<file path="src/design/seq_pkg.sv">
// shared constants and types of the command sequencer, referenced by scoped names
package seq_pkg;

    // command word layout
    localparam int CMD_WORD_W        = 32;
    localparam int CMD_ADDR_W        = 10;     // one bank, 1k words
    localparam int PAUSE_W           = 10;     // pause length in bits 9:0
    localparam int CMD_OP_LSB        = 27;     // op field 29:27
    localparam int CMD_OP_W          = 3;
    localparam logic [2:0] CMD_OP_NOP = 3'd0;
    localparam int CMD_DONE_BIT      = 31;     // last word of a sequence
    localparam int CMD_ADD_PAUSE_BIT = 30;     // one idle cycle after this word
    localparam int CMD_BUF_WR_BIT    = 26;     // write buffer strobe request
    localparam int CHN_W             = 4;

    // byte-serial config windows
    localparam logic [9:0] CFG_0BIT_ADDR   = 10'h020;
    localparam logic [9:0] CFG_0BIT_MASK   = 10'h3f0;
    localparam logic [9:0] CFG_16BIT_ADDR  = 10'h050;
    localparam logic [9:0] CFG_16BIT_MASK  = 10'h3f8;

    // zero-bit codes, bit 0 carries the new value
    localparam logic [3:0] CFG_CMDA_EN     = 4'h4;
    localparam logic [3:0] CFG_SDRST_ACT   = 4'h6;
    localparam logic [3:0] CFG_CKE_EN      = 4'h8;

    // 16-bit register offsets
    localparam logic [2:0] CFG_WBUF_DELAY  = 3'h2;   // data bits 3:0 only

    localparam logic [3:0] DFLT_WBUF_DELAY = 4'h6;

    typedef struct packed {
        logic wr;          // write buffer strobe
        logic page_nxt;    // advance buffer to next page
    } wbuf_strobe_t;

    typedef struct packed {
        logic             run;   // first word of a run
        logic [CHN_W-1:0] chn;
    } run_tag_t;

endpackage

</file>
<file path="src/design/phy_ctrl_if.sv">
// control settings from the config register block to the sequencer and delay lines
interface phy_ctrl_if;

    logic       ddr_rst;      // memory reset active, holds sequencer idle
    logic       cke_en;
    logic       cmda_en;      // command/address outputs enabled
    logic [3:0] wbuf_delay;   // extra write buffer delay in mclk cycles

    modport regs (
        output ddr_rst,
        output cke_en,
        output cmda_en,
        output wbuf_delay
    );

    modport seq (input ddr_rst);

    modport dly (input wbuf_delay);

endinterface

</file>
<file path="src/design/cmd_deser.sv">
// collects one byte-serial config command and pulses a write when its address hits the window
module cmd_deser #(
    parameter logic [9:0] ADDR      = 10'h000,
    parameter logic [9:0] ADDR_MASK = 10'h3ff,
    parameter int         NUM_BYTES = 2,    // two address bytes plus data bytes
    parameter int         ADDR_W    = 4,
    parameter int         DATA_W    = 0     // zero for commands without data
) (
    input  logic                                 mclk,
    input  logic                                 rst,
    input  logic [7:0]                           ad_i,
    input  logic                                 stb_i,   // with the first byte
    output logic [ADDR_W-1:0]                    addr_o,
    output logic [((DATA_W > 0) ? DATA_W : 1)-1:0] data_o,
    output logic                                 we_o
);
    localparam int SR_W  = NUM_BYTES * 8;
    localparam int DW    = (DATA_W > 0) ? DATA_W : 1;
    localparam int CNT_W = $clog2(NUM_BYTES + 1);

    logic [SR_W-9:0]  sr;       // earlier bytes, oldest at the bottom
    logic [SR_W+7:0]  cmd_w;    // whole command once the last byte is on ad_i
    logic [CNT_W-1:0] cnt;      // bytes still expected
    logic             last;
    logic             hit;

    assign cmd_w = {8'h00, ad_i, sr};   // zero pad covers the dataless window
    assign last  = (cnt == CNT_W'(1));
    assign hit   = (cmd_w[9:0] & ADDR_MASK) == ADDR;

    always_ff @(posedge mclk or posedge rst) begin
        if (rst) begin
            cnt  <= '0;
            we_o <= 1'b0;
        end else begin
            we_o <= last && hit;                // one cycle after the last byte
            if (stb_i)
                cnt <= CNT_W'(NUM_BYTES - 1);
            else if (cnt != '0)
                cnt <= cnt - 1'b1;
        end
    end

    always_ff @(posedge mclk) begin
        sr <= cmd_w[SR_W-1:8];                  // shift every cycle, framed by cnt
        if (last) begin
            addr_o <= cmd_w[ADDR_W-1:0];
            data_o <= cmd_w[16 +: DW];
        end
    end

    // a new command must not start inside the previous one
    a_stb_framing: assert property (@(posedge mclk) disable iff (rst)
        stb_i |-> cnt == '0);

endmodule

</file>
<file path="src/design/phy_ctrl_regs.sv">
// config register block: decodes zero-bit and 16-bit config commands into control settings
module phy_ctrl_regs (
    input  logic       mclk,
    input  logic       rst,
    input  logic [7:0] cmd_ad_i,
    input  logic       cmd_stb_i,
    phy_ctrl_if.regs   ctrl
);
    logic [3:0]  addr0;     // pair index and new value
    logic        we0;
    logic [2:0]  addr16;
    logic [15:0] data16;
    logic        we16;

    cmd_deser #(
        .ADDR      (seq_pkg::CFG_0BIT_ADDR),
        .ADDR_MASK (seq_pkg::CFG_0BIT_MASK),
        .NUM_BYTES (2),
        .ADDR_W    (4),
        .DATA_W    (0)
    ) u_deser_0bit (
        .mclk   (mclk),
        .rst    (rst),
        .ad_i   (cmd_ad_i),
        .stb_i  (cmd_stb_i),
        .addr_o (addr0),
        .data_o (),
        .we_o   (we0)
    );

    cmd_deser #(
        .ADDR      (seq_pkg::CFG_16BIT_ADDR),
        .ADDR_MASK (seq_pkg::CFG_16BIT_MASK),
        .NUM_BYTES (4),
        .ADDR_W    (3),
        .DATA_W    (16)
    ) u_deser_16bit (
        .mclk   (mclk),
        .rst    (rst),
        .ad_i   (cmd_ad_i),
        .stb_i  (cmd_stb_i),
        .addr_o (addr16),
        .data_o (data16),
        .we_o   (we16)
    );

    always_ff @(posedge mclk or posedge rst) begin
        if (rst) begin
            ctrl.ddr_rst    <= 1'b1;                     // memory held in reset
            ctrl.cke_en     <= 1'b0;
            ctrl.cmda_en    <= 1'b0;
            ctrl.wbuf_delay <= seq_pkg::DFLT_WBUF_DELAY;
        end else begin
            if (we0 && addr0[3:1] == seq_pkg::CFG_CMDA_EN[3:1])
                ctrl.cmda_en <= addr0[0];
            if (we0 && addr0[3:1] == seq_pkg::CFG_SDRST_ACT[3:1])
                ctrl.ddr_rst <= addr0[0];
            if (we0 && addr0[3:1] == seq_pkg::CFG_CKE_EN[3:1])
                ctrl.cke_en <= addr0[0];
            if (we16 && addr16 == seq_pkg::CFG_WBUF_DELAY)
                ctrl.wbuf_delay <= data16[3:0];          // upper bits ignored
        end
    end

endmodule

</file>
<file path="src/flat_wrapper.sv">
// flat-port wrapper written by rule: the top's interface ports become plain ports
module phy_ctrl_regs_flat 
  (mclk, rst, cmd_ad_i, cmd_stb_i, ctrl_ddr_rst, ctrl_cke_en, ctrl_cmda_en, ctrl_wbuf_delay);
  phy_ctrl_if ctrl_i ();
  input  logic mclk;
  input  logic rst;
  input  logic [7:0] cmd_ad_i;
  input  logic cmd_stb_i;
  output wire logic [$bits(ctrl_i.ddr_rst)-1:0] ctrl_ddr_rst;
  output wire logic [$bits(ctrl_i.cke_en)-1:0] ctrl_cke_en;
  output wire logic [$bits(ctrl_i.cmda_en)-1:0] ctrl_cmda_en;
  output wire logic [$bits(ctrl_i.wbuf_delay)-1:0] ctrl_wbuf_delay;
  assign ctrl_ddr_rst = ctrl_i.ddr_rst;
  assign ctrl_cke_en = ctrl_i.cke_en;
  assign ctrl_cmda_en = ctrl_i.cmda_en;
  assign ctrl_wbuf_delay = ctrl_i.wbuf_delay;
  phy_ctrl_regs u_core (.mclk(mclk), .rst(rst), .cmd_ad_i(cmd_ad_i), .cmd_stb_i(cmd_stb_i), .ctrl(ctrl_i));
endmodule
</file>
<file path="config.mk">
export PLATFORM = sky130hd
export DESIGN_NAME = phy_ctrl_regs_flat
export DESIGN_NICKNAME = d
export VERILOG_FILES = /design/src/design/seq_pkg.sv /design/src/design/phy_ctrl_if.sv /design/src/design/cmd_deser.sv /design/src/design/phy_ctrl_regs.sv /design/src/flat_wrapper.sv
export SDC_FILE = /design/constraint.sdc
export NUM_CORES = 1
export LEC_CHECK = 0
export ABC_CLOCK_PERIOD_IN_PS = 3300
export BUFFER_PORTS_ARGS = -buffer_cell sky130_fd_sc_hd__buf_2
export CAP_MARGIN = 15
export CORE_MARGIN = 2
export CORE_UTILIZATION = 59
export DETAILED_ROUTE_END_ITERATION = 10
export PLACE_DENSITY_LB_ADDON = 0.2
export SLEW_MARGIN = 20
export SYNTH_ARGS = -nofsm -noshare
export SYNTH_HDL_FRONTEND = slang
export SYNTH_SLANG_ARGS = --single-unit
</file>
<file path="constraint.sdc">
create_clock -name mclk -period 3.3 [get_ports mclk]
set_input_delay 0.33 -clock mclk [delete_from_list [all_inputs] [get_ports mclk]]
set_output_delay 0.33 -clock mclk [all_outputs]
set_load 0.02 [all_outputs]
</file>
* Word-level counts from Yosys, hierarchy flattened
Cells that the tools add are included.
** Storage, ports and cells
- ROM bits :: 0
- Memories kept :: 0
- Latch bits :: 0
- Memory bits (writable) :: 0
- Flip-flop bits (word level) :: 57
- Input port bits :: 11
- Output and inout port bits :: 7
** Cells by class
- $mul :: 0
- Bitwise gates (word level) :: 0
- Divide/modulo/power cells :: 0
- Add/subtract/negate cells :: 2
- Equality and inequality tests :: 8
- Shift operators :: 0
- Muxes and demuxes :: 4
- Reductions and logical operators :: 10
- Magnitude comparators :: 0
** Operator list (number)
- $eq A3 B2 Y1 const B :: 3
- $eq A7 B4 Y1 const B :: 1
- $eq A6 B2 Y1 const B :: 1
- $logic_and A1 B1 Y1 :: 6
- $mux W3 :: 2
- $reduce_bool A2 Y1 :: 3
- $mux W2 :: 2
- $eq A3 B1 Y1 const B :: 1
- $eq A3 B3 Y1 const B :: 1
- $reduce_bool A3 Y1 :: 1
- $sub A3 B1 Y3 const B :: 1
- $eq A2 B1 Y1 const B :: 1
- $sub A2 B1 Y2 const B :: 1

* Depth between registers and ports, before layout
- Depth in word-level cells :: 3
- Mapped depth :: 5

* Hierarchy
Synthesis repeated with hierarchy kept, for this count alone.
** Unflattened totals
- Cell total of the unflattened synthesis :: 113
- Area, all modules :: 2063.2 um^2
** By module, submodules not included
- cmd_deser (u_core.u_deser_16bit) :: area an instance 1292.5 um^2, seq. area each 1151.1 um^2, cells each 66, times used 1
- cmd_deser (u_core.u_deser_0bit) :: area an instance 455.4 um^2, seq. area each 355.3 um^2, cells each 28, times used 1
- phy_ctrl_regs :: area an instance 315.3 um^2, seq. area each 178.9 um^2, cells each 19, times used 1

* Least setup slack after synthesis
No wires, ideal clock.
- Path type :: flip-flop to flip-flop
- Start :: register u_core.u_deser_0bit.cnt[1]
- End :: register u_core.u_deser_0bit.we_o
- Period minus slack after synthesis :: 1.389 ns
- Cell stages (with the launch flop) :: 5
- Arrival time :: 1.294 ns
- Path buffers :: 0
- Data required time :: 3.205 ns
- Path slack :: 1.911 ns
- Cell sequence :: dfrtp_1 inv_1 ha_1 or4b_1 nor4b_2
** On the way
- Cells in the longest elaborated chain, start to end :: 2
** RTL lines
- from (decl) :: RTL line cmd_deser.sv:23 : logic [CNT_W-1:0] cnt;
- from (signal assigned) :: RTL line cmd_deser.sv:38 : cnt <= CNT_W'(NUM_BYTES - 1);
- from (signal assigned) :: RTL line cmd_deser.sv:40 : cnt <= cnt - 1'b1;
- $eq A2 B1 Y1 :: RTL line cmd_deser.sv:28 : assign last = (cnt == CNT_W'(1));
- named net u_core.u_deser_0bit.last :: RTL line cmd_deser.sv:24 : logic last;
- $logic_and A1 B1 Y1 :: RTL line cmd_deser.sv:36 : we_o <= last && hit;
- to (signal assigned) :: RTL line cmd_deser.sv:36
- to (decl) :: RTL line cmd_deser.sv:15 : output logic we_o
The timed path passes the listed nets, and every way through them passes these cells.
A chain may end at the register's enable or synchronous reset.

* Final worst setup path
Ends and elaborated chain as after synthesis.

==> run summary <==
Status - finished clean
Area delta synth->final - 11.9%
Relative slew slack - 58.9%
Final GP Congestion - 0.725
Max clock buf depth - 2
Layout cell share with drive strength beyond 1 - 31.3%
Reg-to-Reg Start - u_core.u_deser_0bit.cnt[1]
Cells after Synth - 90
Post-synthesis compound-gate area fraction - 0.919%
Unique cell type count in the Yosys netlist - 23
Clk slew on worst S/H paths - 130 ps
Synth Area in Simple Gates - 8.77%
Register area share after synthesis - 77.8%
Adder-Cell Fraction of Synth Area - 4.18%
Drt pass-1 iters - 4
CP Max Fanout - 5
Via count of the first global-routing pass - 755
CP Capture Type - register
Mux cell area share after synthesis - 5.93%
Flop pwr share - 64.4%
Sw frac - 25.9%
Clock share of power - 22.7%
Initial drt markers - 3
DRC violations left - 0
CP Launch Type - register
Maximum clock frequency - 660 MHz
Grt ovf - 0
Num CTS Buffers - 5
Main synth FF type - dfxtp_1
Via count - 725
Combinational share of power - 12.9%
Chip Height - 54.4 um
Syn nets - 106
Top-Level Pins - 18
Unrepaired setup endpoints after global routing - false
Switching Power - 297 uW
Site Rows - 18
Initial antenna violation count - 0
Mapped Area - 0.00150 mm2
Final Hold Vio Count - 0
DRT Wirelength - 2050 um
Ys async rst share - 28.6%
Initial core utilization - 61.6%
Hold-fix buffers at CTS - 0
Worst clock skew - 9.96 ps
Via/cell ratio - 5.00
Die width - 54.4 um
Max-cap viol count - 0
First-pass GRT wire length - 3240 um
Avg Cell Area, Syn - 16.6 um2
CP Data Arrival Time - 1790 ps
Final max-slew violation count - 0
Worst setup startpoint - u_core.u_deser_0bit.cnt[1]
Worst-Margin Slew - 615 ps
Tot GR Track Use - 17.3%
Ant diodes - 0
Post-CTS Setup Inserts - 0
Final antenna-violating net count - 0
Yosys warning total - 0
Xor/xnor share of the synthesized area - 1.17%
Post-synthesis register bit count - 49
Int Power - 851 uW
Leakage Power - 0.747 nW
CP Class - register to register
Peak supply drop - 0.613 mV
Post-CTS resize count - 0
Post-synth EDFFs - 11
Largest family of logic cells by synthesized area - simple AND/OR/NAND/NOR gates
CTS Sinks - 49
DP Wirelength - 1550 um
WL/cell - 14.2 um
Final worst-path cycle share - 45.9%
CP required - 3570 ps
Most common cell after layout, fill and taps aside - dfxtp_1
Minimum clock period - 1520 ps
Core ar. - 0.00243 mm2
Finish-stage setup viols - 0
Worst hold-check path type - input pin to async pin
Nets - 130
Commonest cells after routing, fill and taps aside - dfxtp_1 (24), buf_2 (17), dfrtp_1 (11), edfxtp_1 (11), mux2_2 (7)
Setup TNS - 0 ps
Pwr Density - 685 mW/mm2
H-tree depth - 2
Port Buffers - 17
Skew-Pair Late Insertion Delay - 350 ps
CTS tree - built
Largest net degree at the start of global routing - 16
Die area - 0.00296 mm2
Clock Tree Root - clkbuf_4
Total power - 1.15 mW
## layout make-up
| cell class | count | area, um2 |
|---|---|---|
| Sequential cell | 49 | 1160 |
| Fill cell | 177 | 757 |
| Multi-Input combinational cell | 36 | 314 |
| Timing Repair Buffer | 17 | 85.1 |
| Clock buffer | 6 | 41.3 |
| Tap cell | 30 | 37.5 |
| Inverter | 5 | 18.8 |
| Clock inverter | 2 | 13.8 |
## worst max-delay path, stage by stage (launching register included)
cell and delay [ps]:
dfrtp_1 400, inv_1 80, ha_1 270, or4b_1 480
nor4b_2 220
## power by group through the flow
stage / clock network [mW] / registers [mW] / logic [mW]
2_1_floorplan: 0 / 0.745 / 0.109
3_3_place_gp: 0 / 0.746 / 0.139
3_5_place_dp: 0 / 0.753 / 0.151
4_1_cts: 0.269 / 0.740 / 0.151
5_1_grt: 0.298 / 0.747 / 0.170
6_report: 0.261 / 0.739 / 0.147
## through the flow
step	setup WS (ps)	hold WS, ps	util (%)	area (um2)	instances
after floorplan	1910	217	-	1500	90
after global placement	1870	312	66.6	1620	137
after detailed placement	1780	312	66.6	1620	137
after CTS	1770	3.81	68.9	1680	145
after global routing	1650	31.3	68.9	1680	145
final	1780	0.944	68.9	1680	145
## logic make-up (layout without fill, tap and decap cells)
logic type	Yosys count	count (layout)
adders and majority gates	5	5
buffers and inverters	5	30
and+or+nand+nor	19	19
muxes	8	8
xor gates and xnor gates	2	2
DFF	49	49
AOI/OAI and AO/OA	2	2
## cells in the mapped netlist, types with 2 or more instances
| cell | number | area share [%] |
|---|---|---|
| ha_1 | 5 | 4.2 |
| dfxtp_1 | 24 | 32 |
| mux2_2 | 7 | 5.3 |
| dfrtp_1 | 11 | 18 |
| nand2b_1 | 2 | 0.84 |
| nor2b_1 | 2 | 0.84 |
| nor2_1 | 6 | 1.5 |
| nor4bb_1 | 2 | 1.3 |
| inv_1 | 5 | 1.3 |
| edfxtp_1 | 11 | 22 |
| dfstp_2 | 3 | 5.3 |
## registers in the layout, summed over array words and instances (netlist names)
register / cells
u_core.u_deser_16bit.cnt: 3
u_core.ctrl.cmda_en: 1
u_core.u_deser_0bit.cnt: 2
u_core.u_deser_16bit.addr_o: 3
u_core.ctrl.ddr_rst: 1
u_core.u_deser_16bit.sr: 16
u_core.u_deser_16bit.we_o: 1
u_core.u_deser_16bit.data_o: 4
u_core.ctrl.cke_en: 1
u_core.u_deser_0bit.sr: 8
u_core.u_deser_0bit.addr_o: 4
u_core.u_deser_0bit.we_o: 1
u_core.ctrl.wbuf_delay: 4
## final timing paths
check	end	slack [ps]	cells after the start
min in group mclk	u_core.u_deser_0bit.sr[6]	70	1
worst max-delay path	u_core.u_deser_0bit.we_o	1780	4
worst min register to register	u_core.u_deser_16bit.sr[2]	340	0
worst max register to register	u_core.u_deser_0bit.we_o	1780	4
max in group asynchronous	u_core.ctrl.ddr_rst	2920	2
worst min-delay path	u_core.u_deser_0bit.we_o	0.9	2
## routing by layer
layer / track usage (%) / vias up / share of wire, %
li1: - / 358 / -
met1: 18.1 / 345 / 41
met2: 29.5 / 20 / 53
met3: 7.38 / 2 / 4.8
met4: 8.75 / 0 / 0.93
met5: 0 / - / 0
No activity file was read; power rests on OpenSTA's default activity.
