### src/design/seq_pkg.sv
// shared constants and types of the command sequencer, referenced by scoped names
package seq_pkg;

    // command word layout
    localparam int CMD_WORD_W        = 32;
    localparam int CMD_ADDR_W        = 10;     // one bank, 1k words
    localparam int PAUSE_W           = 10;     // pause length in bits 9:0
    localparam int CMD_OP_LSB        = 27;     // op field 29:27
    localparam int CMD_OP_W          = 3;
    localparam logic [2:0] CMD_OP_NOP = 3'd0;
    localparam int CMD_DONE_BIT      = 31;     // last word of a sequence
    localparam int CMD_ADD_PAUSE_BIT = 30;     // one idle cycle after this word
    localparam int CMD_BUF_WR_BIT    = 26;     // write buffer strobe request
    localparam int CHN_W             = 4;

    // byte-serial config windows
    localparam logic [9:0] CFG_0BIT_ADDR   = 10'h020;
    localparam logic [9:0] CFG_0BIT_MASK   = 10'h3f0;
    localparam logic [9:0] CFG_16BIT_ADDR  = 10'h050;
    localparam logic [9:0] CFG_16BIT_MASK  = 10'h3f8;

    // zero-bit codes, bit 0 carries the new value
    localparam logic [3:0] CFG_CMDA_EN     = 4'h4;
    localparam logic [3:0] CFG_SDRST_ACT   = 4'h6;
    localparam logic [3:0] CFG_CKE_EN      = 4'h8;

    // 16-bit register offsets
    localparam logic [2:0] CFG_WBUF_DELAY  = 3'h2;   // data bits 3:0 only

    localparam logic [3:0] DFLT_WBUF_DELAY = 4'h6;

    typedef struct packed {
        logic wr;          // write buffer strobe
        logic page_nxt;    // advance buffer to next page
    } wbuf_strobe_t;

    typedef struct packed {
        logic             run;   // first word of a run
        logic [CHN_W-1:0] chn;
    } run_tag_t;

endpackage

### src/design/phy_ctrl_if.sv
// control settings from the config register block to the sequencer and delay lines
interface phy_ctrl_if;

    logic       ddr_rst;      // memory reset active, holds sequencer idle
    logic       cke_en;
    logic       cmda_en;      // command/address outputs enabled
    logic [3:0] wbuf_delay;   // extra write buffer delay in mclk cycles

    modport regs (
        output ddr_rst,
        output cke_en,
        output cmda_en,
        output wbuf_delay
    );

    modport seq (input ddr_rst);

    modport dly (input wbuf_delay);

endinterface

### src/design/cmd_sequencer.sv
// runs a command sequence from one bank up to the done word, with pauses and a four-phase ack
module cmd_sequencer #(
    parameter int CMD_ADDR_W = 10
) (
    input  logic                           mclk,
    input  logic                           rst,
    input  logic                           run_req_i,
    input  logic [CMD_ADDR_W:0]            run_addr_i,    // msb selects the auto bank
    input  logic [seq_pkg::CHN_W-1:0]      run_chn_i,
    input  logic [seq_pkg::CMD_WORD_W-1:0] rdata0_i,
    input  logic [seq_pkg::CMD_WORD_W-1:0] rdata1_i,
    phy_ctrl_if.seq                        ctrl,
    output logic                           ren0_o,
    output logic                           ren1_o,
    output logic [CMD_ADDR_W-1:0]          raddr_o,
    output logic                           run_ack_o,
    output logic                           run_busy_o,
    output logic                           cmd_valid_o,
    output logic [seq_pkg::CMD_WORD_W-1:0] cmd_word_o,
    output logic                           run_start_o,   // with the first word
    output logic [seq_pkg::CHN_W-1:0]      run_chn_o
);
    logic                        busy;
    logic                        fetch;      // bank word valid this cycle
    logic                        first;      // next word opens the run
    logic                        sel;        // 0 manual, 1 auto
    logic [seq_pkg::PAUSE_W-1:0] pause_cnt;
    logic [seq_pkg::PAUSE_W-1:0] pause_len;
    logic                        start;
    logic                        ren;
    logic                        stall;
    logic                        done;
    logic                        is_nop;

    assign cmd_word_o  = sel ? rdata1_i : rdata0_i;
    assign done        = cmd_word_o[seq_pkg::CMD_DONE_BIT];
    assign is_nop      = cmd_word_o[seq_pkg::CMD_OP_LSB +: seq_pkg::CMD_OP_W] == seq_pkg::CMD_OP_NOP;
    assign pause_len   = cmd_word_o[seq_pkg::PAUSE_W-1:0];

    // hold the read off on a pausing word, then until the counter is down to one
    assign stall = fetch ? (done || cmd_word_o[seq_pkg::CMD_ADD_PAUSE_BIT] ||
                            (is_nop && pause_len != '0))
                         : (pause_cnt > seq_pkg::PAUSE_W'(1));
    assign ren    = busy && !stall;
    assign ren0_o = ren && !sel;
    assign ren1_o = ren && sel;

    assign start       = run_req_i && !run_ack_o && !busy && !ctrl.ddr_rst;
    assign run_busy_o  = busy;
    assign cmd_valid_o = fetch;
    assign run_start_o = fetch && first;

    always_ff @(posedge mclk or posedge rst) begin
        if (rst) begin
            busy      <= 1'b0;
            fetch     <= 1'b0;
            first     <= 1'b0;
            sel       <= 1'b0;
            raddr_o   <= '0;
            run_chn_o <= '0;
            pause_cnt <= '0;
            run_ack_o <= 1'b0;
        end else if (ctrl.ddr_rst) begin            // memory in reset, stay idle
            busy      <= 1'b0;
            fetch     <= 1'b0;
            pause_cnt <= '0;
            run_ack_o <= 1'b0;
        end else begin
            fetch <= ren;
            if (start) begin
                busy      <= 1'b1;
                first     <= 1'b1;
                sel       <= run_addr_i[CMD_ADDR_W];
                raddr_o   <= run_addr_i[CMD_ADDR_W-1:0];
                run_chn_o <= run_chn_i;
            end else begin
                if (fetch && done)
                    busy <= 1'b0;
                if (fetch)
                    first <= 1'b0;
                if (ren)
                    raddr_o <= raddr_o + 1'b1;
            end
            if (fetch && is_nop && !done)
                pause_cnt <= pause_len;             // N idle cycles follow
            else if (pause_cnt != '0)
                pause_cnt <= pause_cnt - 1'b1;
            if (fetch && done)
                run_ack_o <= 1'b1;                  // one cycle after the done word
            else if (!run_req_i)
                run_ack_o <= 1'b0;
        end
    end

    a_ack_needs_req: assert property (@(posedge mclk) disable iff (rst)
        $rose(run_ack_o) |-> $past(run_req_i));

    a_valid_in_run: assert property (@(posedge mclk) disable iff (rst)
        cmd_valid_o |-> run_busy_o);

endmodule

### src/flat_wrapper.sv
// flat-port wrapper written by rule: the top's interface ports become plain ports
module cmd_sequencer_flat 
#(
    parameter int CMD_ADDR_W = 10
)
  (mclk, rst, run_req_i, run_addr_i, run_chn_i, rdata0_i, rdata1_i, ren0_o, ren1_o, raddr_o, run_ack_o, run_busy_o, cmd_valid_o, cmd_word_o, run_start_o, run_chn_o, ctrl_ddr_rst);
  phy_ctrl_if ctrl_i ();
  input  logic mclk;
  input  logic rst;
  input  logic run_req_i;
  input  logic [CMD_ADDR_W:0] run_addr_i;
  input  logic [seq_pkg::CHN_W-1:0] run_chn_i;
  input  logic [seq_pkg::CMD_WORD_W-1:0] rdata0_i;
  input  logic [seq_pkg::CMD_WORD_W-1:0] rdata1_i;
  output logic ren0_o;
  output logic ren1_o;
  output logic [CMD_ADDR_W-1:0] raddr_o;
  output logic run_ack_o;
  output logic run_busy_o;
  output logic cmd_valid_o;
  output logic [seq_pkg::CMD_WORD_W-1:0] cmd_word_o;
  output logic run_start_o;
  output logic [seq_pkg::CHN_W-1:0] run_chn_o;
  input wire logic [$bits(ctrl_i.ddr_rst)-1:0] ctrl_ddr_rst;
  assign ctrl_i.ddr_rst = ctrl_ddr_rst;
  cmd_sequencer #(.CMD_ADDR_W(CMD_ADDR_W)) u_core (.mclk(mclk), .rst(rst), .run_req_i(run_req_i), .run_addr_i(run_addr_i), .run_chn_i(run_chn_i), .rdata0_i(rdata0_i), .rdata1_i(rdata1_i), .ctrl(ctrl_i), .ren0_o(ren0_o), .ren1_o(ren1_o), .raddr_o(raddr_o), .run_ack_o(run_ack_o), .run_busy_o(run_busy_o), .cmd_valid_o(cmd_valid_o), .cmd_word_o(cmd_word_o), .run_start_o(run_start_o), .run_chn_o(run_chn_o));
endmodule
### config.mk
export PLATFORM = sky130hd
export DESIGN_NAME = cmd_sequencer_flat
export DESIGN_NICKNAME = d
export VERILOG_FILES = /design/src/design/seq_pkg.sv /design/src/design/phy_ctrl_if.sv /design/src/design/cmd_sequencer.sv /design/src/flat_wrapper.sv
export SDC_FILE = /design/constraint.sdc
export NUM_CORES = 1
export LEC_CHECK = 0
export BUFFER_PORTS_ARGS = -buffer_cell sky130_fd_sc_hd__buf_2
export CAP_MARGIN = 20
export CORE_ASPECT_RATIO = 0.7
export CORE_UTILIZATION = 47
export CTS_CLUSTER_DIAMETER = 120
export DETAILED_ROUTE_END_ITERATION = 10
export GPL_TIMING_DRIVEN = 0
export PLACE_DENSITY_LB_ADDON = 0.15
export SLEW_MARGIN = 25
export SYNTH_ARGS = -nofsm -noshare
export SYNTH_HDL_FRONTEND = slang
export SYNTH_SLANG_ARGS = --single-unit
### constraint.sdc
create_clock -name mclk -period 4.2 [get_ports mclk]
set_clock_uncertainty 0.2 [all_clocks]
set_input_delay 0.21 -clock mclk [delete_from_list [all_inputs] [get_ports mclk]]
set_output_delay 0.21 -clock mclk [all_outputs]
set_load 0.03 [all_outputs]
## Yosys cells after proc, flatten, opt, wreduce, memory -nomap -nowiden

Index checks and enable logic that the tools add are counted.

| storage, ports and cells | value |
|---|---|
| register bits | 29 |
| logic and storage cells | 58 |

| operators by class | value |
|---|---|
| add/sub/neg operators | 2 |
| magnitude comparators | 1 |
| eq/ne operators | 1 |
| multiplexer cells | 16 |
| bitwise operators | 1 |
| reduce and logical (&&, ||, !) cells | 29 |

Operator list:

| kind | count |
|---|---|
| two-way mux 10 bit | 5 |
| two-way mux 32 bit | 1 |
| nonzero test 10 bit | 2 |
| logical AND 1 bit | 11 |
| adder 10 x 1 -> 10 bit, second input constant | 1 |
| > comparator 10 x 1 -> 1 bit, second input constant | 1 |
| two-way mux 1 bit | 10 |
| subtractor 10 x 1 -> 10 bit, second input constant | 1 |
| zero test 1 bit | 6 |
| AND reduction 2 bit | 3 |
| nonzero test 3 bit | 2 |
| nonzero test 2 bit | 2 |
| zero test 3 bit | 1 |
| != test 3 x 1 -> 1 bit, second input constant | 1 |
| logical OR 1 bit | 2 |
| inverter 1 bit | 1 |

## Logic depth before layout (Yosys ltp)

| depth | value |
|---|---|
| depth in word-level cells | 9 |
| mapped depth | 8 |
| depth with buffers taken out | 8 |

## Least setup slack after synthesis

Ideal clock, no wire load.

| timing | value |
|---|---|
| kind | register -> register |
| start point | reg u_core.pause_cnt[0] (netlist bit) |
| end point | reg u_core.raddr_o[1] |
| setup time | 125 ps |
| arrival | 1,923 ps |
| required time | 3,875 ps |
| slack | 1,952 ps |
| cell stages (with the launch flop) | 9 |
| buffers on the path | 0 |
| period minus slack after synthesis | 2,248 ps |
| cell sequence | dfrtp_1 -> inv_1 -> ha_1 -> o21ba_2 -> and4_4 -> or3b_1 -> o311ai_2 -> nor2_2 -> mux2_4 |

| between the ends | value |
|---|---|
| longest elaborated chain between the ends | 6 |

Ends and longest elaborated chain:

| item | RTL line | text |
|---|---|---|
| from (decl) | cmd_sequencer.sv:27 | `logic [seq_pkg::PAUSE_W-1:0] pause_cnt;` |
| from (signal assigned) | cmd_sequencer.sv:85 | `pause_cnt <= pause_len;` |
| from (signal assigned) | cmd_sequencer.sv:87 | `pause_cnt <= pause_cnt - 1'b1;` |
| > comparator 10 x 1 -> 1 bit | cmd_sequencer.sv:43 | `: (pause_cnt > seq_pkg::PAUSE_W'(1));` |
| two-way mux 1 bit | cmd_sequencer.sv:41 | `assign stall = fetch ? (done \|\| cmd_word_o[seq_pkg::CMD_ADD_PAUSE_BIT] \|\|` |
| zero test 1 bit | cmd_sequencer.sv:44 | `assign ren = busy && !stall;` |
| logical AND 1 bit | cmd_sequencer.sv:44 |  |
| nonzero test 2 bit (no line) | -- |  |
| AND reduction 2 bit (no line) | -- |  |
| to (signal assigned) | cmd_sequencer.sv:74 | `raddr_o <= run_addr_i[CMD_ADDR_W-1:0];` |
| to (signal assigned) | cmd_sequencer.sv:82 | `raddr_o <= raddr_o + 1'b1;` |
| to (decl) | cmd_sequencer.sv:15 | `output logic [CMD_ADDR_W-1:0] raddr_o,` |

Every way passes these cells.
A chain may end at the register's enable or synchronous reset.

## Worst setup path in the final report

| timing | value |
|---|---|
| start point | reg u_core.sel |
| end point | out cmd_word_o[29] (netlist bit) |

| between the ends | value |
|---|---|
| longest elaborated chain between the ends | 1 |

Ends and longest elaborated chain:

| item | RTL line | text |
|---|---|---|
| from (decl) | cmd_sequencer.sv:26 | `logic sel;` |
| from (signal assigned) | cmd_sequencer.sv:73 | `sel <= run_addr_i[CMD_ADDR_W];` |
| two-way mux 32 bit | cmd_sequencer.sv:35 | `assign cmd_word_o = sel ? rdata1_i : rdata0_i;` |
| to (decl) | flat_wrapper.sv:21 | `output logic [seq_pkg::CMD_WORD_W-1:0] cmd_word_o;` |

Every way passes these cells.

==> out/qor.yml <==
crit_path_frequent_cell: "buf_2"
wl_um: 6320
core_mm2: 0.00438
synth_commonest_cells: "nand2_1 (32), mux2_2 (31), dfrtp_1 (29)"
fin_total_pwr_mw: 1.70
cts-resized-gates: 0
sw_frac_of_total: 0.471
async_flop_share: 1.00
post_synth_num_cell_types: 54
syn_nets: 322
slew_viol_final: 0
die_w_um: 83.0
setup_viol: 0
clkTransAtPathRegs_ps: 60
portBuffers: 133
hold_class: "in2reg"
diodes: 0
grtUsageTotal: 0.263
crit_fanout: 10
drt-wirelength-per-cell_um: 14.4
drt_iter0_drc: 127
rsz0062_at_grt: "no"
gr-total-overflow: 0
syn2layout_area_growth_pct: 41.8
cp_slowest_cell: "dfrtp_1"
antenna_found_initial: 0
critical_path_class: "reg2out"
yosysSeqAreaShare: 0.337
status: "finished, final reports clean"
layout-drive-gt1-share: 0.501
hold_viol: 0
ant_nets: 0
instances_no_fill: 440
p_per_area_mw_per_mm2: 557
drc: 0
cp_top_family: "buffers and inverters"
clk_latency_ps: 280
ys_ff_latch: 29
gp_congestion: 0.922
synth_top_cell_area_share: 0.337
ys_warn_count: 0
multiInputGateArea_mm2: 0.00133
leakage_nw: 1.54
die-area_mm2: 0.00487
numClockSinks: 29
synth_area_mm2: 0.00216
cts_buffer_depth: 2
clockPowerShare: 0.132
avgSynthCellArea_um2: 9.13
yosys-top-cells-area: "dfrtp_1 (34%), mux2_2 (16%), nand2_1 (5.6%)"
h-tree-depth: 2
final_area_mm2: 0.00306
cap_violations: 0
die-height_um: 58.7
power_frac_seq: 0.279
root_buffer: "clkbuf_8"
crit_path_start_kind: "register"
intPower_uw: 900
yosysMostFrequentCell: "nand2_1"
ios: 135
register_area_um2: 726
cts_tree: "yes"
slew_headroom: 0.587
setup_tns_ps: 0
drt-pass1-iter-count: 4
rows: 20
crit_arrival_ps: 2150
p_comb_frac: 0.588
yosysTopAreaCell: "dfrtp_1"
syn_inst: 236
start_util: 0.492
synth_edf_count: 0
fmax_ghz: 0.391
cp_data_required_time_ps: 3790
period_minus_slack_ps: 2560
grt_pass1_wl_um: 10100
power.switching_uw: 802
post-route-period-util: 0.610
dp_hpwl_um: 5080
worst_pin_slew_ps: 619
final_nets: 470
path_cells: "buf_6 > clkbuf_1 > buf_2 > mux2_2 > buf_2"
cp_num_buf_inv: 4
grt_pass1_vias: 2194
detailed_place.area_mm2: 0.00289
irDropWorstVdd_v: 0.000370
critPathMaxStageDelay_ps: 420
fillers: 389
place_inst: 424
vias: 2347
drt-vias-per-instance: 5.33
synthFlopType: "dfrtp_1"
cts_buffers: 5
crit_path_end_kind: "output pin"
grt_max_degree: 30
cts_setup_buffers: 0
-- final timing paths --
| check | startpoint | endpoint | slack [ps] | cells past startpoint |
|---|---|---|---|---|
| worst max-delay path | u_core.sel | cmd_word_o[29] | 1640 | 5 |
| worst min register to register | u_core.run_chn_o[2] | u_core.run_chn_o[2] | 280 | 2 |
| min in group asynchronous | rst | u_core.run_chn_o[3] | 350 | 3 |
| max in group asynchronous | rst | u_core.pause_cnt[4] | 3040 | 3 |
| worst min-delay path | run_addr_i[8] | u_core.raddr_o[8] | 10 | 3 |
| worst max register to register | u_core.pause_cnt[0] | u_core.raddr_o[1] | 1800 | 8 |
-- power groups by stage --
stage / clock [mW] / combinational (mW) / sequential (mW)
finish: 0.225 / 1.00 / 0.475
CTS: 0.227 / 1.01 / 0.471
detailed placement: 0 / 0.997 / 0.474
global placement: 0 / 0.979 / 0.472
global route: 0.240 / 1.10 / 0.486
floorplan: 0 / 0.685 / 0.536
-- per-stage QoR --
stage / setup slack [ps] / hold slack (ps) / utilization
finish: 1640 / 10.0 / 0.698
floorplan: 1950 / 88.1 / -
CTS: 1630 / 9.49 / 0.698
global placement: 1840 / 199 / 0.660
global route: 1490 / 11.5 / 0.698
detailed placement: 1830 / 124 / 0.660
-- timing repair --
action                     CTS  global route
hold endpoints to repair    38             0
hold buffers                 8             0
setup endpoints to repair    0             0
-- registers in the layout, indices dropped and copies added (netlist names) --
| register | flops |
|---|---|
| u_core.raddr_o | 10 |
| u_core.run_busy_o | 1 |
| u_core.run_chn_o | 4 |
| u_core.cmd_valid_o | 1 |
| u_core.pause_cnt | 10 |
| u_core.first | 1 |
| u_core.sel | 1 |
| u_core.run_ack_o | 1 |
-- cells by family after synthesis --
group / Yosys count / synth area share
compound gates: 45 / 0.149
xor+xnor: 8 / 0.0325
fa+ha+maj: 3 / 0.0174
buf+inv: 19 / 0.0458
flops: 29 / 0.337
mux: 33 / 0.174
simple gates: 99 / 0.246
-- per-layer routing --
metal | vias to the layer above | wire length, um | part of all wire | global-route usage
met1 | 1090 | 2720 | 0.43 | 0.340
met3 | 5 | 524 | 0.083 | 0.0799
li1 | 1151 | - | - | -
met2 | 101 | 3060 | 0.48 | 0.441
met4 | 0 | 21 | 0.0033 | 0.0567
met5 | - | 0 | 0 | 0
-- placed cells by master (no fill, tap or decap), types with 4 or more instances in the layout --
master,n
mux2_2,31
a21oi_1,13
clkbuf_8,5
o22ai_1,4
inv_1,5
a311oi_1,6
nand2b_1,5
nor3_1,8
clkbuf_1,6
dfrtp_1,29
nand3_1,6
nor2_1,23
xor2_1,5
dlygate4sd3_1,8
buf_2,135
o21ai_0,4
nand2_1,32
-- cell type report --
cell class | count | area share
multi-input cells | 188 | 0.436
repair buffers | 141 | 0.244
flip-flops and latches | 29 | 0.237
clock buffers | 5 | 0.0225
well taps | 55 | 0.0225
plain buffers | 11 | 0.0217
inverters | 8 | 0.0106
clock inverters | 3 | 0.00573
-- tightest hold or removal path, cell delays in order --
cell and delay, ps:
buf_2 100, nor2_1 90, a311oi_1 50
(Power assumes the default switching activity.)
