### src/design/wbuf_delay_line.sv
// programmable delay of 1 to 16 cycles for any packed payload, tap chosen by dly_i
module wbuf_delay_line #(
    parameter type T     = logic,
    parameter int  DEPTH = 16
) (
    input  logic       mclk,
    input  logic       rst,
    input  logic [3:0] dly_i,    // delay is dly_i + 1 cycles
    input  T           din_i,
    output T           dout_o
);
    T sr [DEPTH];

    assign dout_o = sr[dly_i];

    always_ff @(posedge mclk or posedge rst) begin
        if (rst) begin
            for (int i = 0; i < DEPTH; i++)
                sr[i] <= '0;                 // no stray strobes after reset
        end else begin
            sr[0] <= din_i;
            for (int i = 1; i < DEPTH; i++)
                sr[i] <= sr[i-1];
        end
    end

endmodule

### config.mk
export PLATFORM = sky130hd
export DESIGN_NAME = wbuf_delay_line
export DESIGN_NICKNAME = d
export VERILOG_FILES = /design/src/design/wbuf_delay_line.sv
export SDC_FILE = /design/constraint.sdc
export NUM_CORES = 1
export LEC_CHECK = 0
export BUFFER_PORTS_ARGS = -buffer_cell sky130_fd_sc_hd__buf_2
export CAP_MARGIN = 20
export CORE_AREA = 2 2 39 41
export DETAILED_ROUTE_END_ITERATION = 10
export DIE_AREA = 0 0 41 43
export GPL_ROUTABILITY_DRIVEN = 0
export HOLD_SLACK_MARGIN = 0.15
export PLACE_DENSITY = 0.66
export SETUP_SLACK_MARGIN = 0.1
export SYNTH_ARGS = -nofsm -noshare
export SYNTH_HDL_FRONTEND = slang
export SYNTH_SLANG_ARGS = --single-unit
### constraint.sdc
create_clock -name mclk -period 1.98 [get_ports mclk]
set_input_delay 0.594 -clock mclk [delete_from_list [all_inputs] [get_ports mclk]]
set_output_delay 0.594 -clock mclk [all_outputs]
set_load 0.01 [all_outputs]
# --- Yosys cells after proc, flatten, opt, wreduce, memory -nomap -nowiden ---
# Index checks and enable logic that the tools add are counted.
word_totals:
  ff_bits: 16
  elab_cells: 21
op_classes:
  bitwise_logic: 1
  mux: 3
  order_cmp: 1
ops:
  columns: ["operator", "count"]
  rows:
  - ["$ge A5 B5 Y1 const B", 1]
  - ["$not A4 Y5", 1]
  - ["$bmux W1 S4", 1]
  - ["$mux W1", 2]

# --- Longest topological paths before layout ---
# Gate-level depths: netlist of run 1.
depth:
  ltp_word: 4
  ltp_mapped: 3
  depth_no_buf: 3

# --- Worst setup path after synthesis of run 1 ---
# No wires, ideal clock.
synth_timing:
  path_type: "input to output"
  from: "in dly_i[0]"
  to: "out dout_o"
  slack_ns: 0.027
  t_arrival_ns: 1.359
  cell_stages: 3
  t_required_ns: 1.386
  n_path_buf: 0
  cell_sequence: "mux4_1 mux2i_1 mux2i_1"
synth_between:
  elab_chain_len: 4
synth_lines:
  columns: ["element", "line_no", "rtl"]
  rows:
  - ["start: declaration", "8", "input logic [3:0] dly_i,"]
  - ["$not A4 Y5 (implied by the code)", "14", "assign dout_o = sr[dly_i];"]
  - ["$bmux W1 S4", "14", null]
  - ["$mux W1 (implied by the code) (2 in series)", "14", null]
  - ["end: declaration", "10", "output T dout_o"]
# No other way between the ends. The select of a mux whose other input is x is not followed.

# --- Final worst setup path of run 1 ---
# Ends and elaborated chain as after synthesis.

==> results.sh, run 1 <==
export IMPL_reg2reg_setup_slack_ns=1.47
export IMPL_path_cells="buf_12 > mux4_2 > mux2i_1 > mux2i_1 > buf_2"
export IMPL_syn_cell_area_sq_um=539.3
export IMPL_timing_rr_start="sr[5]"
export IMPL_yosysSeqAreaShare_pct=74.25
export IMPL_grtUsageMet1_pct=15.50
export IMPL_core_area_sq_mm=0.001384
export IMPL_grt_pass1_vias=285
export IMPL_largest_register_ffs=16
export IMPL_start_util_pct=38.97
export IMPL_hpwl_um=503.2
export IMPL_pwr_share_clk_pct=33.9
export IMPL_drcViolationCount=0
export IMPL_crit_path_max_fanout=4
export IMPL_switching_share_pct=19.62
export IMPL_post_cts_buffers=0
export IMPL_final_nets=43
export IMPL_cts_tree="built"
export IMPL_worstSetupStartpointType="input port"
export IMPL_finClkSkew_ns=0.001398
export IMPL_clk_latency_ns=0.27
export IMPL_crit_family="multiplexers"
export IMPL_irDropWorstVdd_uv=461.2
export IMPL_r2r_cells=0
export IMPL_cts_buffers_inserted=3
export IMPL_p_int_uw=481.1
export IMPL_grt_usage_pct=11.82
export IMPL_violations="negative setup slack"
export IMPL_io_pins=8
export IMPL_fin_cells=51
export IMPL_fin_area_sq_um=630.6
export IMPL_grt_pass1_wl_um=1338
export IMPL_cp_num_buf_inv=2
export IMPL_cp_data_arrival_time_ns=1.54
export IMPL_critical_path_slowest_cell="mux4_2"
export IMPL_regMostFlops="sr"
export IMPL_dp_cells=47
export IMPL_use_met3_pct=3.141
export IMPL_diodes=0
export IMPL_cts_sinks=16
export IMPL_std_cell_rows=14
export IMPL_p_seq_share_pct=58.7
export IMPL_status="finished, violations left"
export IMPL_grt_setup_unrepaired="yes"
export IMPL_p_sw_uw=117.4
export IMPL_totalWireLength_um=695
export IMPL_top_regs="sr x16"
export IMPL_clk_pin_slew_ns=0.09
export IMPL_via_per_inst=4.765
export IMPL_antenna_found_initial=0
export IMPL_worst_pin_slew_ns=0.5502
export IMPL_grt_max_degree=17
export IMPL_vias=243
export IMPL_overflow=0
export IMPL_cellLeakagePower_uw=0.0002889
export IMPL_drt_iter0_drc=0
export IMPL_cp_required_ns=1.39
export IMPL_fin_crit_sh_pct=107.7
export IMPL_area_growth_pct=16.94
export IMPL_fmax_mhz=469.0
export IMPL_htree_levels=1
export IMPL_netlist_instances=24
export IMPL_fin_setup_tns_ns=-0.1522
export IMPL_portBuffers=7
export IMPL_ant_nets=0
export IMPL_slew_viol_final=0
export IMPL_max_slew_margin_pct=63.28
export IMPL_yosys_warnings=0
export IMPL_period_minus_slack_ns=2.132
export IMPL_reg2reg_to="sr[4]"
export IMPL_clock_path_buffers=2
export IMPL_setup_viol=1
export IMPL_critPathKind="in -> out"
export IMPL_yosysUniqueCellTypes=4
export IMPL_die_w_um=41
export IMPL_syn_area_per_cell_sq_um=22.47
export IMPL_busiest_layer="met2"
export IMPL_crit_path_end_kind="output pin"
export IMPL_pre_cts_ws_ns=-0.2752
export IMPL_synthesis_nets=31
export IMPL_hold_viol_final=0
export IMPL_routedWlPerCell_um=13.63
export IMPL_crit_end="dout_o"
export IMPL_crit_top_cell="mux2i_1"
export IMPL_hold_path_class="in -> async"
export IMPL_maxCapViolations=0
export IMPL_met2_usage_pct=16.56
export IMPL_startpoint="dly_i[0]"
export IMPL_comb_power_share_pct=7.5
export IMPL_powerDensity_mw_per_mm2=949.0
export IMPL_dieArea_sq_mm=0.001763
export IMPL_die_h_um=43
export IMPL_first_pass_iters=1
export IMPL_report_power_total_uw=598.5
export IMPL_cpPeakStageDelay_ns=0.49
export IMPL_placedInstanceArea_sq_um=579.3
export IMPL_timing_final_ws_setup_ns=-0.1522
export IMPL_cp_depth=5
export IMPL_ys_ff_latch=16
export IMPL_drive_gt1_share_pct=42.86
export IMPL_clock_root_buffer="clkbuf_4"
[through the flow]
stage	util [%]	hold slack, ns
2_1_floorplan	-	0.3488
3_3_place_gp	41.86	0.3556
3_5_place_dp	41.86	0.3587
4_1_cts	45.21	0.3698
5_1_grt	45.57	0.3885
6_report	45.57	0.3497
[cell usage after synthesis (all sizes together)]
cell type	n	area share, %
dfrtp	16	74
inv	1	0.70
mux2i	3	5.6
mux4	4	19
[layout make-up]
cell class                 instances  area, sq um
timing repair buffer               7        50.05
sequential                        16        400.4
multi-input combinational          7        120.1
clock buffer                       4        36.28
tap                               16        20.02
inverter                           1        3.754
fill                             131        753.2
[layout by cell type, fill, tap and decap left out]
master,instances
inv_1,1
buf_2,6
clkbuf_8,1
dfrtp_1,16
mux2i_1,3
clkbuf_4,3
buf_12,1
mux4_2,4
[worst min-delay path by stage]
stage               cells after the start    from      to
floorplan                               0   sr[1]   sr[0]
global placement                        0   sr[8]   sr[7]
detailed placement                      0  sr[15]  sr[14]
CTS                                     2     rst  sr[11]
global route                            2     rst  sr[11]
finish                                  2     rst   sr[8]
[metal layers]
metal | vias to the layer above | share of wire (%)
met3 | 2 | 5.5
met2 | 6 | 47
met5 | - | 0
li1 | 109 | -
met4 | 0 | 1.2
met1 | 126 | 46
[power by group through the flow]
stage / logic (uW) / registers [uW] / clock network, uW
global placement: 41.4 / 357 / 0
CTS: 45.1 / 351 / 209
detailed placement: 42.9 / 357 / 0
finish: 44.7 / 351 / 203
global route: 50.4 / 354 / 228
floorplan: 27.0 / 354 / 0
[cell families after synthesis]
kind of cell  share of synthesized area, %
buf+inv                             0.6954
flops                                74.25
mux                                  25.06
[timing repair]
item / CTS / global route
pin swaps: 0 / 0
gates cloned: 0 / 0
resized for setup: 3 / 1
setup endpoints to repair: 1 / 1
hold buffers: 0 / 0
(Power assumes the default switching activity.)
==> run 2, diff against run 1 <==
--- a/config.mk
+++ b/config.mk
@@ -12,7 +12,7 @@
 export DIE_AREA = 0 0 41 43
 export GPL_ROUTABILITY_DRIVEN = 0
 export HOLD_SLACK_MARGIN = 0.15
-export PLACE_DENSITY = 0.66
+export PLACE_DENSITY_LB_ADDON = 0.12
 export SETUP_SLACK_MARGIN = 0.1
 export SYNTH_ARGS = -nofsm -noshare
 export SYNTH_HDL_FRONTEND = slang
==> constraint.sdc (replaced) <==
create_clock -name mclk -period 2.1 [get_ports mclk]
set_input_delay 0.63 -clock mclk [delete_from_list [all_inputs] [get_ports mclk]]
set_output_delay 0.63 -clock mclk [all_outputs]
set_load 0.01 [all_outputs]
==> run 2 against run 1 <==
The flow still finishes with violations (negative setup slack); via count is the same; combinational power shrank 4.9%; total power shrank 14%; first-iteration DRC count grew 4; final cell count shrank 2.0%; flip-flop and latch count is the same; routed wire length grew 2.2%; clock-buffer cell count shrank 1; clock skew grew 0.0052 ns; critical path depth is the same; clock power shrank 30%.
==> results.sh, run 2 (same netlist as run 1, synthesis figures left out) <==
export IMPL_status="finished, violations left"
export IMPL_violations="negative setup slack"
export IMPL_crit_top_cell="mux2i_1"
export IMPL_min_path_cells=0
export IMPL_hold_path_class="reg -> reg"
export IMPL_setup_viol=1
export IMPL_diodes=0
export IMPL_grt_setup_unrepaired="yes"
export IMPL_cp_num_buf_inv=2
export IMPL_clk_pin_slew_ns=0.08
export IMPL_cp_depth=5
export IMPL_grt_usage_pct=11.02
export IMPL_reg2reg_to="sr[14]"
export IMPL_dp_cells=47
export IMPL_worst_pin_slew_ns=0.5592
export IMPL_fmax_mhz=451.6
export IMPL_path_cells="buf_12 > mux4_2 > mux2i_1 > mux2i_1 > buf_2"
export IMPL_antenna_found_initial=0
export IMPL_drt_iter0_drc=4
export IMPL_cpPeakStageDelay_ns=0.50
export IMPL_clk_latency_ns=0.27
export IMPL_regMostFlops="sr"
export IMPL_cts_tree="built"
export IMPL_crit_family="multiplexers"
export IMPL_htree_levels=1
export IMPL_via_per_inst=4.860
export IMPL_hp_start="sr[4]"
export IMPL_cellLeakagePower_uw=0.0002817
export IMPL_top_regs="sr x16"
export IMPL_clock_path_buffers=2
export IMPL_routedWlPerCell_um=14.20
export IMPL_io_pins=8
export IMPL_crit_path_end_kind="output pin"
export IMPL_cp_data_arrival_time_ns=1.58
export IMPL_core_area_sq_mm=0.001384
export IMPL_timing_final_ws_setup_ns=-0.1142
export IMPL_grt_pass1_vias=274
export IMPL_drcViolationCount=0
export IMPL_cp_required_ns=1.47
export IMPL_period_minus_slack_ns=2.214
export IMPL_totalWireLength_um=710
export IMPL_reg2reg_setup_slack_ns=1.59
export IMPL_hold_viol_final=0
export IMPL_std_cell_rows=14
export IMPL_r2r_cells=0
export IMPL_clock_root_buffer="clkbuf_4"
export IMPL_met2_usage_pct=15.31
export IMPL_critPathKind="in -> out"
export IMPL_first_pass_iters=4
export IMPL_die_h_um=43
export IMPL_vias=243
export IMPL_grt_max_degree=17
export IMPL_busiest_layer="met2"
export IMPL_timing_rr_start="sr[15]"
export IMPL_hold_buffers=0
export IMPL_grt_pass1_wl_um=1228
export IMPL_mostFrequentLayoutCell="dfrtp_1"
export IMPL_maxCapViolations=0
export IMPL_irDropWorstVdd_uv=341.3
export IMPL_fin_crit_sh_pct=105.4
export IMPL_drive_gt1_share_pct=41.18
export IMPL_cts_sinks=16
export IMPL_largest_register_ffs=16
export IMPL_worstSetupStartpointType="input port"
export IMPL_fin_cells=50
export IMPL_die_w_um=41
export IMPL_powerDensity_mw_per_mm2=835.6
export IMPL_slew_viol_final=0
export IMPL_fin_setup_tns_ns=-0.1142
export IMPL_cts_buffers_inserted=3
export IMPL_overflow=0
export IMPL_min_to="sr[3]"
export IMPL_final_nets=43
export IMPL_dieArea_sq_mm=0.001763
export IMPL_area_growth_pct=14.39
export IMPL_critical_path_slowest_cell="mux4_2"
export IMPL_start_util_pct=38.97
export IMPL_use_met3_pct=3.141
export IMPL_portBuffers=7
export IMPL_max_slew_margin_pct=62.68
export IMPL_report_power_total_uw=515.4
export IMPL_ant_nets=0
export IMPL_grtUsageMet1_pct=15.30
export IMPL_crit_path_max_fanout=4
export IMPL_finClkSkew_ns=0.006581
export IMPL_hpwl_um=559.4
export IMPL_layout_common_cells="16 x dfrtp_1, 6 x buf_2, 4 x mux4_2"
## run 2: changes by cell type in the layout (fill, tap and decap cells not counted)
cell,previous run,this run
clkbuf_8,1,0
## run 2: worst max-delay path by stage
stage,from,endpoint
floorplan,dly_i[0],dout_o
global placement,dly_i[0],dout_o
detailed placement,dly_i[0],dout_o
CTS,dly_i[0],dout_o
global route,dly_i[0],dout_o
finish,dly_i[0],dout_o
## run 2: per-layer routing
metal	part of all wire (%)	vias up
met5	0	-
met2	50	10
met4	1.1	0
met1	42	125
li1	-	106
met3	6.2	2
## run 2: stage by stage
stage               utilization, %  setup slack (ns)  instance area (sq um)  hold slack [ns]
finish                       44.57           -0.1142                  616.8           0.3756
global route                 44.57           -0.1732                  616.8           0.3976
CTS                          44.21           -0.1449                  611.8           0.3834
detailed placement           41.86           -0.2421                  579.3           0.3617
global placement             41.86           -0.2204                  579.3           0.3591
floorplan                        -            0.1277                  524.3           0.3488
## run 2: cell type report
type,instances,area (sq um)
Clock buffer,3,22.52
Fill cell,123,767.0
Inverter,1,3.754
Multi-Input combinational cell,7,120.1
Sequential cell,16,400.4
Tap cell,16,20.02
Timing Repair Buffer,7,50.05
## run 2: report_power, final
part,total [uW],internal (uW),switching (uW)
clock network,142,66.1,75.5
registers,331,323,7.78
logic,42.5,24.9,17.6
total,515,415,101
## run 2: what timing repair did
item | in CTS | in global routing
pin swaps | 0 | 0
buffers inserted | 0 | 0
endpoints found under the setup margin | 1 | 1
gates resized for setup | 3 | 1
==> run 3, diff against run 2 <==
==> config.mk (replaced) <==
export PLATFORM = sky130hd
export DESIGN_NAME = wbuf_delay_line
export DESIGN_NICKNAME = d
export VERILOG_FILES = /design/src/design/wbuf_delay_line.sv
export SDC_FILE = /design/constraint.sdc
export NUM_CORES = 1
export LEC_CHECK = 0
export BUFFER_PORTS_ARGS = -buffer_cell sky130_fd_sc_hd__clkbuf_2
export CAP_MARGIN = 20
export CORE_AREA = 2 2 39 41
export DETAILED_ROUTE_END_ITERATION = 10
export DIE_AREA = 0 0 41 43
export GPL_ROUTABILITY_DRIVEN = 0
export PLACE_DENSITY_LB_ADDON = 0.08
export SETUP_SLACK_MARGIN = 0.1
export SYNTH_ARGS = -nofsm -noshare
export SYNTH_HDL_FRONTEND = slang
export SYNTH_SLANG_ARGS = --single-unit
==> run 3 against run 2 <==
The run still ends with negative setup slack left; sequential power about the same; first-iteration DRC count down 100%; total power up 10%; non-clock buffer count unchanged; utilization up 1.4 points; fmax down 1.4%; design area up 3.0%; critical path type unchanged; largest cell class unchanged.
==> results.sh, run 3 (same netlist as run 1, synthesis figures left out) <==
export IMPL_cellLeakagePower_uw=0.0002932
export IMPL_die_h_um=43
export IMPL_p_int_uw=454.2
export IMPL_multi_input_area_sq_um=120.1
export IMPL_fin_setup_tns_ns=-0.1451
export IMPL_fill_cells=127
export IMPL_htree_levels=1
export IMPL_setup_viol=1
export IMPL_maxCapViolations=0
export IMPL_grt_max_degree=17
export IMPL_r2r_cells=0
export IMPL_hold_buffers=0
export IMPL_regMostFlops="sr"
export IMPL_critPathKind="in -> out"
export IMPL_max_slew_margin_pct=62.31
export IMPL_overflow=0
export IMPL_io_pins=8
export IMPL_timing_final_ws_setup_ns=-0.1451
export IMPL_reg2reg_to="sr[13]"
export IMPL_p_sw_uw=113.5
export IMPL_drive_gt1_share_pct=42.86
export IMPL_core_area_sq_mm=0.001384
export IMPL_crit_path_end_kind="output pin"
export IMPL_p_seq_share_pct=58.3
export IMPL_slew_viol_final=0
export IMPL_timing_rr_start="sr[14]"
export IMPL_drt_iter0_drc=0
export IMPL_die_w_um=41
export IMPL_clock_root_buffer="clkbuf_4"
export IMPL_ant_nets=0
export IMPL_grt_pass1_vias=272
export IMPL_placedInstanceArea_sq_um=579.3
export IMPL_grt_setup_unrepaired="yes"
export IMPL_vias=251
export IMPL_hp_start="sr[6]"
export IMPL_std_cell_rows=14
export IMPL_grt_usage_pct=12.55
export IMPL_first_pass_iters=1
export IMPL_powerDensity_mw_per_mm2=893.1
export IMPL_area_growth_pct=17.87
export IMPL_pre_cts_ws_ns=-0.2583
export IMPL_layout_common_cells="16 x dfrtp_1, 6 x clkbuf_2, 4 x mux4_2"
export IMPL_clk_pin_slew_ns=0.09
export IMPL_status="finished, violations left"
export IMPL_grt_pass1_wl_um=1317
export IMPL_min_path_cells=0
export IMPL_switching_share_pct=19.99
export IMPL_drcViolationCount=0
export IMPL_cts_sinks=16
export IMPL_violations="negative setup slack"
export IMPL_seq_area_sq_um=400.4
export IMPL_holdWs_ns=0.3634
export IMPL_crit_top_cell="mux2i_1"
export IMPL_hpwl_um=539.6
export IMPL_crit_path_max_fanout=4
export IMPL_worstSetupStartpointType="input port"
export IMPL_period_minus_slack_ns=2.245
export IMPL_diodes=0
export IMPL_pwr_share_clk_pct=34.0
export IMPL_report_power_total_uw=567.7
export IMPL_mostFrequentLayoutCell="dfrtp_1"
export IMPL_cts_buffers_inserted=3
export IMPL_portBuffers=7
export IMPL_path_cells="clkbuf_16 > mux4_2 > mux2i_1 > mux2i_1 > clkbuf_2"
export IMPL_hold_path_class="reg -> reg"
export IMPL_hold_viol_final=0
export IMPL_dieArea_sq_mm=0.001763
export IMPL_final_nets=43
export IMPL_post_cts_resize_count=3
export IMPL_fin_area_sq_um=635.6
export IMPL_clock_path_buffers=2
export IMPL_clk_latency_ns=0.28
export IMPL_via_per_inst=4.922
export IMPL_cts_tree="built"
export IMPL_irDropWorstVdd_uv=528.2
export IMPL_post_cts_buffers=0
export IMPL_fmax_mhz=445.4
export IMPL_comb_power_share_pct=7.6
export IMPL_cp_required_ns=1.47
export IMPL_worst_pin_slew_ns=0.5647
export IMPL_finClkSkew_ns=0.008122
export IMPL_totalWireLength_um=717
export IMPL_start_util_pct=38.97
export IMPL_top_regs="sr x16"
export IMPL_fin_crit_sh_pct=106.9
export IMPL_routedWlPerCell_um=14.06
export IMPL_reg2reg_setup_slack_ns=1.58
export IMPL_antenna_found_initial=0
export IMPL_cp_data_arrival_time_ns=1.62
export IMPL_largest_register_ffs=16
export IMPL_critical_path_slowest_cell="mux4_2"
export IMPL_min_to="sr[5]"
export IMPL_cpPeakStageDelay_ns=0.49
## run 3: layout make-up
type,instances,share of cell area [%]
Inverter,1,0.5906
Clock buffer,4,5.709
Timing Repair Buffer,7,8.661
Tap cell,16,3.150
Sequential cell,16,62.99
Multi-Input combinational cell,7,18.90
## run 3: per-stage QoR
stage / std cells / utilization [%]
2_1_floorplan: 24 / -
3_5_place_dp: 47 / 41.86
4_1_cts: 51 / 45.93
3_3_place_gp: 47 / 41.86
5_1_grt: 51 / 45.93
6_report: 51 / 45.93
## run 3: critical path, delay by kind of cell
kind | cells | cell delay (ns)
muxes | 3 | 0.74
buffers and inverters | 2 | 0.25
## run 3: layer usage
metal  GRT usage [%]  wire length (um)  vias up
met3           9.424                58        2
li1                -                 -      107
met4           6.000                 8        0
met2           15.31               352        9
met1           16.24               298      133
met5               0                 0        -
## run 3: worst max path at each step
| stage | start | end | cells past startpoint |
|---|---|---|---|
| floorplan | dly_i[0] | dout_o | 3 |
| global placement | dly_i[0] | dout_o | 5 |
| detailed placement | dly_i[0] | dout_o | 5 |
| CTS | dly_i[0] | dout_o | 5 |
| global route | dly_i[0] | dout_o | 5 |
| finish | dly_i[0] | dout_o | 5 |
## run 3: power by group through the flow
stage	combinational [uW]	sequential (uW)	clock, uW
after floorplan	25.5	334	0
after global placement	39.7	337	0
after detailed placement	40.7	337	0
after CTS	44.4	331	201
after global routing	47.6	333	227
final	43.4	331	193
